==> config.mk <==
export PLATFORM = sky130hd
export DESIGN_NAME = lane_sequencer_flat
export DESIGN_NICKNAME = d
export VERILOG_FILES = /design/src/common/elem_pkg.sv /design/src/common/lane_pkg.sv /design/src/common/vfu_op_if.sv /design/src/lane/lane_sequencer.sv /design/src/flat_wrapper.sv
export VERILOG_INCLUDE_DIRS = /design/src /design/src/common
export SDC_FILE = /design/constraint.sdc
export NUM_CORES = 1
export LEC_CHECK = 0
export ABC_AREA = 0
export BUFFER_PORTS_ARGS = -buffer_cell sky130_fd_sc_hd__clkbuf_2
export CORE_ASPECT_RATIO = 0.5
export CORE_MARGIN = 1
export CORE_UTILIZATION = 42
export DETAILED_ROUTE_END_ITERATION = 10
export PLACE_DENSITY = 0.77
export SLEW_MARGIN = 15
export SYNTH_ARGS = -nofsm -noshare
export SYNTH_HDL_FRONTEND = slang
export SYNTH_SLANG_ARGS = --single-unit
export TNS_END_PERCENT = 50
==> constraint.sdc <==
create_clock -name clk_i -period 3.2 [get_ports clk_i]
set_clock_uncertainty 0.1 [all_clocks]
set_input_delay 0.32 -clock clk_i [delete_from_list [all_inputs] [get_ports clk_i]]
set_output_delay 0.32 -clock clk_i [all_outputs]
set_load 0.05 [all_outputs]
==> src/common/lane_defs.svh <==
// Lane sizing macros; include wherever array bounds or the lane split are needed
`ifndef LANE_DEFS_SVH
`define LANE_DEFS_SVH

// Lanes in the full machine, sets how the total vl is split
`define NR_LANES 4

// In-flight instruction IDs
`define NR_VINSN 4

// Vector registers held by one lane
`define NR_VREGS 8

// 64-bit words per register in one lane
`define VREG_WORDS 4

// Width of the total vector length field
`define VL_WIDTH 8

`endif
==> src/common/elem_pkg.sv <==
// Element types of a 64-bit register word; imported by the ALU, the sequencer and the top
`default_nettype none

package elem_pkg;

  // Element width of an operation
  typedef enum logic [1:0] {
    EW8  = 2'd0,
    EW16 = 2'd1,
    EW32 = 2'd2,
    EW64 = 2'd3
  } sew_e;

  // One register word seen at each element width
  // Element 0 always sits in the low bits
  typedef union packed {
    logic [7:0][7:0]  b;
    logic [3:0][15:0] h;
    logic [1:0][31:0] w;
    logic [63:0]      d;
  } vword_u;

endpackage : elem_pkg

`default_nettype wire

==> src/common/lane_pkg.sv <==
// Instruction and sequencing types shared by the lane stages, the top and the testbench
`default_nettype none

`include "lane_defs.svh"

package lane_pkg;

  import elem_pkg::*;

  // Instruction ID and one bit per ID
  typedef logic [$clog2(`NR_VINSN)-1:0] vinsn_id_t;
  typedef logic [`NR_VINSN-1:0]         vinsn_vec_t;

  // Register index and word index inside a register
  typedef logic [$clog2(`NR_VREGS)-1:0]   vreg_t;
  typedef logic [$clog2(`VREG_WORDS)-1:0] vword_idx_t;

  // Vector length, total or per lane
  typedef logic [`VL_WIDTH-1:0] vl_t;

  // ALU operations
  typedef enum logic [2:0] {
    ALU_ADD = 3'd0,
    ALU_SUB = 3'd1,
    ALU_AND = 3'd2,
    ALU_OR  = 3'd3,
    ALU_XOR = 3'd4
  } alu_op_e;

  // Decoded operation handed from the sequencer to the ALU
  // vl here is already the lane's share
  typedef struct packed {
    vinsn_id_t id;
    alu_op_e   op;
    sew_e      sew;
    vreg_t     vs1;
    vreg_t     vs2;
    vreg_t     vd;
    vl_t       vl;
  } vfu_operation_t;

endpackage : lane_pkg

`default_nettype wire

==> src/common/vfu_op_if.sv <==
// Operation handshake from the lane sequencer to the lane ALU; one instance per lane
`timescale 1ns/10ps
`default_nettype none

interface vfu_op_if import lane_pkg::*; ();

  // Operation is valid and held by the sequencer
  logic           valid;
  // ALU is idle and takes the operation
  logic           ready;
  // Decoded operation
  vfu_operation_t op;

  // Sequencer side
  modport seq (
    output valid,
    output op,
    input  ready
  );

  // ALU side
  modport alu (
    input  valid,
    input  op,
    output ready
  );

endinterface : vfu_op_if

`default_nettype wire

==> src/lane/lane_sequencer.sv <==
// Decode stage of one lane; accepts vector requests, tracks running IDs and feeds the ALU
`timescale 1ns/10ps
`default_nettype none

`include "lane_defs.svh"

module lane_sequencer import lane_pkg::*; import elem_pkg::*; #(
  parameter int unsigned LaneId = 0
) (
  input  logic       clk_i,
  input  logic       rst_ni,
  // Request port from the main sequencer
  input  logic       req_valid_i,
  output logic       req_ready_o,
  input  vinsn_id_t  req_id_i,
  input  alu_op_e    req_op_i,
  input  sew_e       req_sew_i,
  input  vl_t        req_vl_i,
  input  vreg_t      req_vs1_i,
  input  vreg_t      req_vs2_i,
  input  vreg_t      req_vd_i,
  // Completion from the ALU
  input  vinsn_vec_t vinsn_done_i,
  // Completion and status to the main sequencer
  output vinsn_vec_t vinsn_done_o,
  output vinsn_vec_t vinsn_running_o,
  // Operation to the ALU
  vfu_op_if.seq      op_o
);

  // Running set and registered done pulses
  vinsn_vec_t running_d, running_q;
  vinsn_vec_t done_q;

  // Held operation
  vfu_operation_t op_q;
  vfu_operation_t op_new;
  logic           op_valid_d, op_valid_q;

  // Lane vl terms
  vl_t  vl_div;
  vl_t  vl_rem;
  logic vl_extra;
  vl_t  lane_vl;

  // Handshake terms
  logic op_stall;
  logic req_accept;

  assign vinsn_running_o = running_q;
  assign vinsn_done_o    = done_q;
  assign op_o.valid      = op_valid_q;
  assign op_o.op         = op_q;

  // Elements are interleaved over lanes
  // Lanes below the remainder get one extra element
  assign vl_div   = req_vl_i / vl_t'(`NR_LANES);
  assign vl_rem   = req_vl_i % vl_t'(`NR_LANES);
  assign vl_extra = vl_t'(LaneId) < vl_rem;
  assign lane_vl  = vl_div + vl_t'(vl_extra);

  // Held operation not yet taken by the ALU
  assign op_stall = op_valid_q && !op_o.ready;

  // Stall on a pending operation or on an ID still in flight
  assign req_ready_o = !op_stall && !running_q[req_id_i];
  assign req_accept  = req_valid_i && req_ready_o;

  // Operation built from the request
  assign op_new = '{
    id  : req_id_i,
    op  : req_op_i,
    sew : req_sew_i,
    vs1 : req_vs1_i,
    vs2 : req_vs2_i,
    vd  : req_vd_i,
    vl  : lane_vl
  };

  always_comb begin : p_sequencer
    // Done from the ALU retires the ID at the edge where vinsn_done_o rises
    running_d  = running_q & ~vinsn_done_i;
    op_valid_d = op_valid_q;

    // ALU took the operation
    if (op_valid_q && op_o.ready) begin
      op_valid_d = 1'b0;
    end

    // New instruction, may replace an operation taken in this cycle
    if (req_accept) begin
      op_valid_d          = 1'b1;
      running_d[req_id_i] = 1'b1;
    end
  end : p_sequencer

  always_ff @(posedge clk_i or negedge rst_ni) begin : p_ctrl_ff
    if (!rst_ni) begin
      running_q  <= '0;
      done_q     <= '0;
      op_valid_q <= 1'b0;
    end else begin
      running_q  <= running_d;
      done_q     <= vinsn_done_i;
      op_valid_q <= op_valid_d;
    end
  end : p_ctrl_ff

  // Payload only changes on an accepted request
  always_ff @(posedge clk_i) begin : p_op_ff
    if (req_accept) begin
      op_q <= op_new;
    end
  end : p_op_ff

endmodule : lane_sequencer

`default_nettype wire

==> src/flat_wrapper.sv <==
// flat-port wrapper written by rule: the top's interface ports become plain ports
module lane_sequencer_flat import lane_pkg::*; import elem_pkg::*;
#(
  parameter int unsigned LaneId = 0
)
  (clk_i, rst_ni, req_valid_i, req_ready_o, req_id_i, req_op_i, req_sew_i, req_vl_i, req_vs1_i, req_vs2_i, req_vd_i, vinsn_done_i, vinsn_done_o, vinsn_running_o, op_o_valid, op_o_op, op_o_ready);
  vfu_op_if op_o_i ();
  input  logic clk_i;
  input  logic rst_ni;
  input  logic req_valid_i;
  output logic req_ready_o;
  input  vinsn_id_t req_id_i;
  input  alu_op_e req_op_i;
  input  sew_e req_sew_i;
  input  vl_t req_vl_i;
  input  vreg_t req_vs1_i;
  input  vreg_t req_vs2_i;
  input  vreg_t req_vd_i;
  input  vinsn_vec_t vinsn_done_i;
  output vinsn_vec_t vinsn_done_o;
  output vinsn_vec_t vinsn_running_o;
  output wire logic [$bits(op_o_i.valid)-1:0] op_o_valid;
  output wire logic [$bits(op_o_i.op)-1:0] op_o_op;
  input wire logic [$bits(op_o_i.ready)-1:0] op_o_ready;
  assign op_o_valid = op_o_i.valid;
  assign op_o_op = op_o_i.op;
  assign op_o_i.ready = op_o_ready;
  lane_sequencer #(.LaneId(LaneId)) u_core (.clk_i(clk_i), .rst_ni(rst_ni), .req_valid_i(req_valid_i), .req_ready_o(req_ready_o), .req_id_i(req_id_i), .req_op_i(req_op_i), .req_sew_i(req_sew_i), .req_vl_i(req_vl_i), .req_vs1_i(req_vs1_i), .req_vs2_i(req_vs2_i), .req_vd_i(req_vd_i), .vinsn_done_i(vinsn_done_i), .vinsn_done_o(vinsn_done_o), .vinsn_running_o(vinsn_running_o), .op_o(op_o_i));
endmodule
======== Yosys cells after proc, flatten, opt, wreduce, memory -nomap -nowiden ========
Cells that the tools add are included.
operators by class
  $add $sub $neg .......................... 1
  $lt $le $gt $ge ......................... 3
  multiplexer cells ....................... 7
  bitwise logic cells ..................... 3
  reductions and logical operators ........ 9
operators by type and width
  cell                                                                count
  adder 6 x 1 -> 7 bit                                                1
  logical AND 1 bit                                                   5
  bitwise AND 4 bit                                                   1
  2-to-1 mux 1 bit                                                    4
  2-to-1 mux 4 bit                                                    1
  NOT 4 bit                                                           1
  bitwise OR 4 bit                                                    1
  zero test 1 bit                                                     3
  less-than comparator 2 x 3 -> 1 bit (second input constant)         1
  binary-select mux 1 bit (select 2 bit)                              1
  demux 1 bit (select 2 bit)                                          1
  greater-or-equal comparator 2 x 1 -> 1 bit (second input constant)  1
  less-than comparator 1 x 2 -> 1 bit (first input constant)          1
  nonzero test 2 bit                                                  1
word-level totals
  bits in registers ....................... 33
  input bits .............................. 32
  output and inout port bits .............. 34
  logic and storage cells ................. 33

======== Logic depth before layout (Yosys ltp) ========
  depth after elaboration ................. 6
  depth in mapped cells ................... 5
  mapped depth without buffers ............ 5

======== Least setup slack after synthesis ========
Ideal clock, no wire load.
  path kind ............................... reg-to-reg
  start point ............................. reg u_core.running_q[3], in the netlist u_core.vinsn_running_o[3]
  end point ............................... reg u_core.op_q, in the netlist u_core.op_o.op[0], enable pin
  setup time .............................. 0.412 ns
  arrival time ............................ 2.098 ns
  data required time ...................... 2.688 ns
  slack ................................... 0.590 ns
  cell stages (with the launch flop) ...... 3
  buffers on the path ..................... 0
  period minus slack after synthesis ...... 2.610 ns
  path through ............................ dfrtp_1 mux2_2 o22ai_1
between the ends
  cells in the longest elaborated chain, start to end .. 5
RTL lines
  what                                    RTL line               RTL
  from (decl)                             lane_sequencer.sv:32   vinsn_vec_t running_d, running_q;
  from (signal assigned)                  lane_sequencer.sv:103  running_q <= running_d;
  binary-select mux 1 bit (select 2 bit)  lane_sequencer.sv:66   assign req_ready_o = !op_stall && !running_q[req_id_i];
  2-to-1 mux 1 bit (implied by the code)  lane_sequencer.sv:66
  zero test 1 bit                         lane_sequencer.sv:66
  logical AND 1 bit                       lane_sequencer.sv:66
  logical AND 1 bit                       lane_sequencer.sv:67   assign req_accept = req_valid_i && req_ready_o;
  to (signal assigned)                    lane_sequencer.sv:112  op_q <= op_new;
  to (decl)                               lane_sequencer.sv:36   vfu_operation_t op_q;
No other way between the ends. The select of a mux whose other input is x is not followed.
A chain may end at the register's enable or synchronous reset.

======== Worst setup path in the final report ========
  start point ............................. reg u_core.running_q[3], in the netlist u_core.vinsn_running_o[3]
  end point ............................... out req_ready_o
between the ends
  cells in the longest elaborated chain, start to end .. 4
RTL lines
  what                                    RTL line              RTL
  binary-select mux 1 bit (select 2 bit)  lane_sequencer.sv:66
  2-to-1 mux 1 bit (implied by the code)  lane_sequencer.sv:66
  zero test 1 bit                         lane_sequencer.sv:66
  logical AND 1 bit                       lane_sequencer.sv:66
  to (decl)                               flat_wrapper.sv:11    output logic req_ready_o;
No other way between the ends. The select of a mux whose other input is x is not followed.

==> impl_metrics.json <==
{
  "outcome": "finished clean",
  "power_density_nw_per_um2": 668,
  "cts_sinks": 32,
  "power_frac_comb_pct": 21.5,
  "fp.dieArea_um2": 3000,
  "setup_viol": 0,
  "grt_use_total_pct": 14.3,
  "async_reset_ff_share_pct": 28.1,
  "cpMaxStageDelayCell": "dfrtp_1",
  "ys_types": 21,
  "whs_path_depth": 1,
  "p_total_w": 0.00110,
  "p_clk_share_pct": 33.1,
  "wl_um": 2140,
  "path_clk_slew_ns": 0.06,
  "intPower_w": 0.000774,
  "numPortBuffers": 64,
  "final_cell_mix": "clkbuf_2, edfxtp_1, dfrtp_1",
  "clock_latency_ns": 0.27,
  "hold_buffers": 1,
  "cts_setup_buffers": 0,
  "hp-start": "vinsn_done_i[0]",
  "crit_chain": "mux2_2 > nor2_1 > o21a_1 > clkbuf_2",
  "hold_viol": 0,
  "wl_per_cell_um": 12.1,
  "cap_viol_max_count": 0,
  "gp_congestion": 0.813,
  "start_util_pct": 44.4,
  "p_seq_share_pct": 45.4,
  "r2r-start": "u_core.op_o.valid$_DFFE_PN0P_",
  "grt_pass1_vias": 697,
  "report.final.slew_viol_count": 0,
  "n_fill_cell": 194,
  "chipWidth_um": 76.4,
  "core_area_um2": 2620,
  "vias": 823,
  "critPathMaxFanout": 3,
  "p_switching_w": 0.000331,
  "cp_slowest_stage_delay_ns": 0.41,
  "synthFlopType": "edfxtp_1",
  "area_growth_pct": 42.2,
  "cp.arrival_ns": 1.49,
  "synth-seq-cells": 32,
  "rsz0062_at_grt": "false",
  "layout_commonest_cell": "clkbuf_2",
  "max_freq_mhz": 524,
  "cts_resized": 0,
  "synthCells": 67,
  "final_cell_area_um2": 1650,
  "hold_path_class": "in -> reg",
  "grt_max_degree": 24,
  "placed_area_um2": 1540,
  "yosysSeqAreaShare_pct": 78.7,
  "setup_tns_ns": 0,
  "drt_iter0_drc": 50,
  "avgSynthCellArea_um2": 17.4,
  "final_nets": 174,
  "worst-setup-path-type": "reg -> out",
  "reg2reg_to": "u_core.op_o.op[22]$_DFFE_PP_",
  "synth_edf_count": 23,
  "critPathLaunchType": "register",
  "ys_top_cells_by_area": "edfxtp_1, dfrtp_1, ha_1, xnor2_1, nand3_1",
  "cts_tree": "yes",
  "drive_above_1_share_pct": 54.3,
  "clockRootBuffer": "clkbuf_8",
  "drc": 0,
  "cp-end-kind": "primary output",
  "reg2reg_depth": 4,
  "antenna_left": 0,
  "syn_nets": 102,
  "required_ns": 2.78,
  "numCtsBuffers": 5,
  "ctsHtreeMaxLevel": 2,
  "dr.pass1.iters": 4,
  "grt_pass1_wl_um": 3020,
  "antenna_cells": 0,
  "peakVddDrop_uv": 366,
  "syn_area_um2": 1160,
  "cts_buffer_depth": 2,
  "yosys.area.top_type": "edfxtp_1",
  "overflow": 0,
  "hold_path_end": "u_core.vinsn_done_o[0]$_DFF_PN0_",
  "num_rows": 13,
  "p_sw_share_pct": 29.9,
  "antenna_found_initial": 0,
  "rrSetupSlack_ns": 1.56,
  "setup_slack_ns": 1.29,
  "fp.dieH_um": 39.2,
  "post-route-min-period_ns": 1.91,
  "power_leakage_nw": 0.767,
  "whs_ns": 0.0615,
  "yosys.area.top_type_share_pct": 59.4,
  "dpl.hpwl_um": 1670,
  "io_pins": 66,
  "ys_warn_count": 0,
  "post-place-ws_ns": 1.41,
  "viasPerCell": 4.65,
  "period_share_pct": 59.6
}
flip-flops by register name, indices dropped and copies added (netlist names):
signal	count
u_core.op_o.op	23
u_core.vinsn_done_o	4
u_core.vinsn_running_o	4
u_core.op_o.valid	1
synth_stat cells (2+ instances only):
library cell and n:
o31ai_1 2, nor2_1 2, edfxtp_1 23, dfrtp_1 9, o22ai_1 2, inv_1 2
nand3_1 5, ha_1 3, xnor2_1 3, and3_1 2, nand2b_1 3, mux2_2 2
metal layers:
metal / share of wire, % / global-route usage (%) / wire [um] / up-vias
met2: 54 / 24.5 / 1160 / 33
met1: 39 / 15.8 / 827 / 393
met5: 0 / 0 / 0 / -
li1: - / - / - / 393
met3: 5.2 / 6.12 / 112 / 4
met4: 1.9 / 7.69 / 40 / 0
logic make-up after synthesis:
family	count (synthesis)	share of synthesized area, %
fa+ha+maj	3	3.23
buf+inv	3	1.29
flops	32	78.7
other cells	1	0.322
simple gates	15	6.88
compound gates	6	3.76
mux	3	2.80
xor+xnor	4	3.01
power groups by stage:
stage / registers, W / logic, W / clock network, W
2_1_floorplan: 0.000633 / 0.0000457 / 0
3_3_place_gp: 0.000510 / 0.000233 / 0
3_5_place_dp: 0.000511 / 0.000237 / 0
4_1_cts: 0.000502 / 0.000238 / 0.000372
5_1_grt: 0.000505 / 0.000249 / 0.000391
6_report: 0.000502 / 0.000237 / 0.000366
worst max-delay path: cells and delay by family, from the launching register on:
| family | cells | cell delay, ns |
|---|---|---|
| flops | 1 | 0.41 |
| buf+inv | 1 | 0.27 |
| compound gates | 1 | 0.13 |
| simple gates | 1 | 0.10 |
| mux | 1 | 0.32 |
final cells by class:
class,instances,area [um2],area share [%]
repair buffers,66,338,20.4
flip-flops and latches,32,916,55.4
clock inverters,2,35.0,2.12
inverters,2,7.51,0.454
clock buffers,6,72.6,4.39
multi-input cells,32,239,14.4
well taps,37,46.3,2.80
through the flow:
stage          cells  utilization (%)
6_report         177             63.2
5_1_grt          177             63.2
4_1_cts          177             63.2
2_1_floorplan     67                -
3_5_place_dp     168             58.7
3_3_place_gp     168             58.7
how the worst max path moves through the flow:
stage,from,end,slack (ns),depth (start not counted)
after floorplan,u_core.vinsn_running_o[3]$_DFF_PN0_,u_core.op_o.op[0]$_DFFE_PP_,0.59,2
after global placement,req_id_i[0],u_core.op_o.op[12]$_DFFE_PP_,1.45,4
after detailed placement,req_id_i[0],u_core.op_o.op[12]$_DFFE_PP_,1.41,4
after CTS,u_core.vinsn_running_o[3]$_DFF_PN0_,req_ready_o,1.29,4
after global routing,u_core.vinsn_running_o[3]$_DFF_PN0_,req_ready_o,1.19,4
final,u_core.vinsn_running_o[3]$_DFF_PN0_,req_ready_o,1.29,4
(Power assumes the default switching activity.)
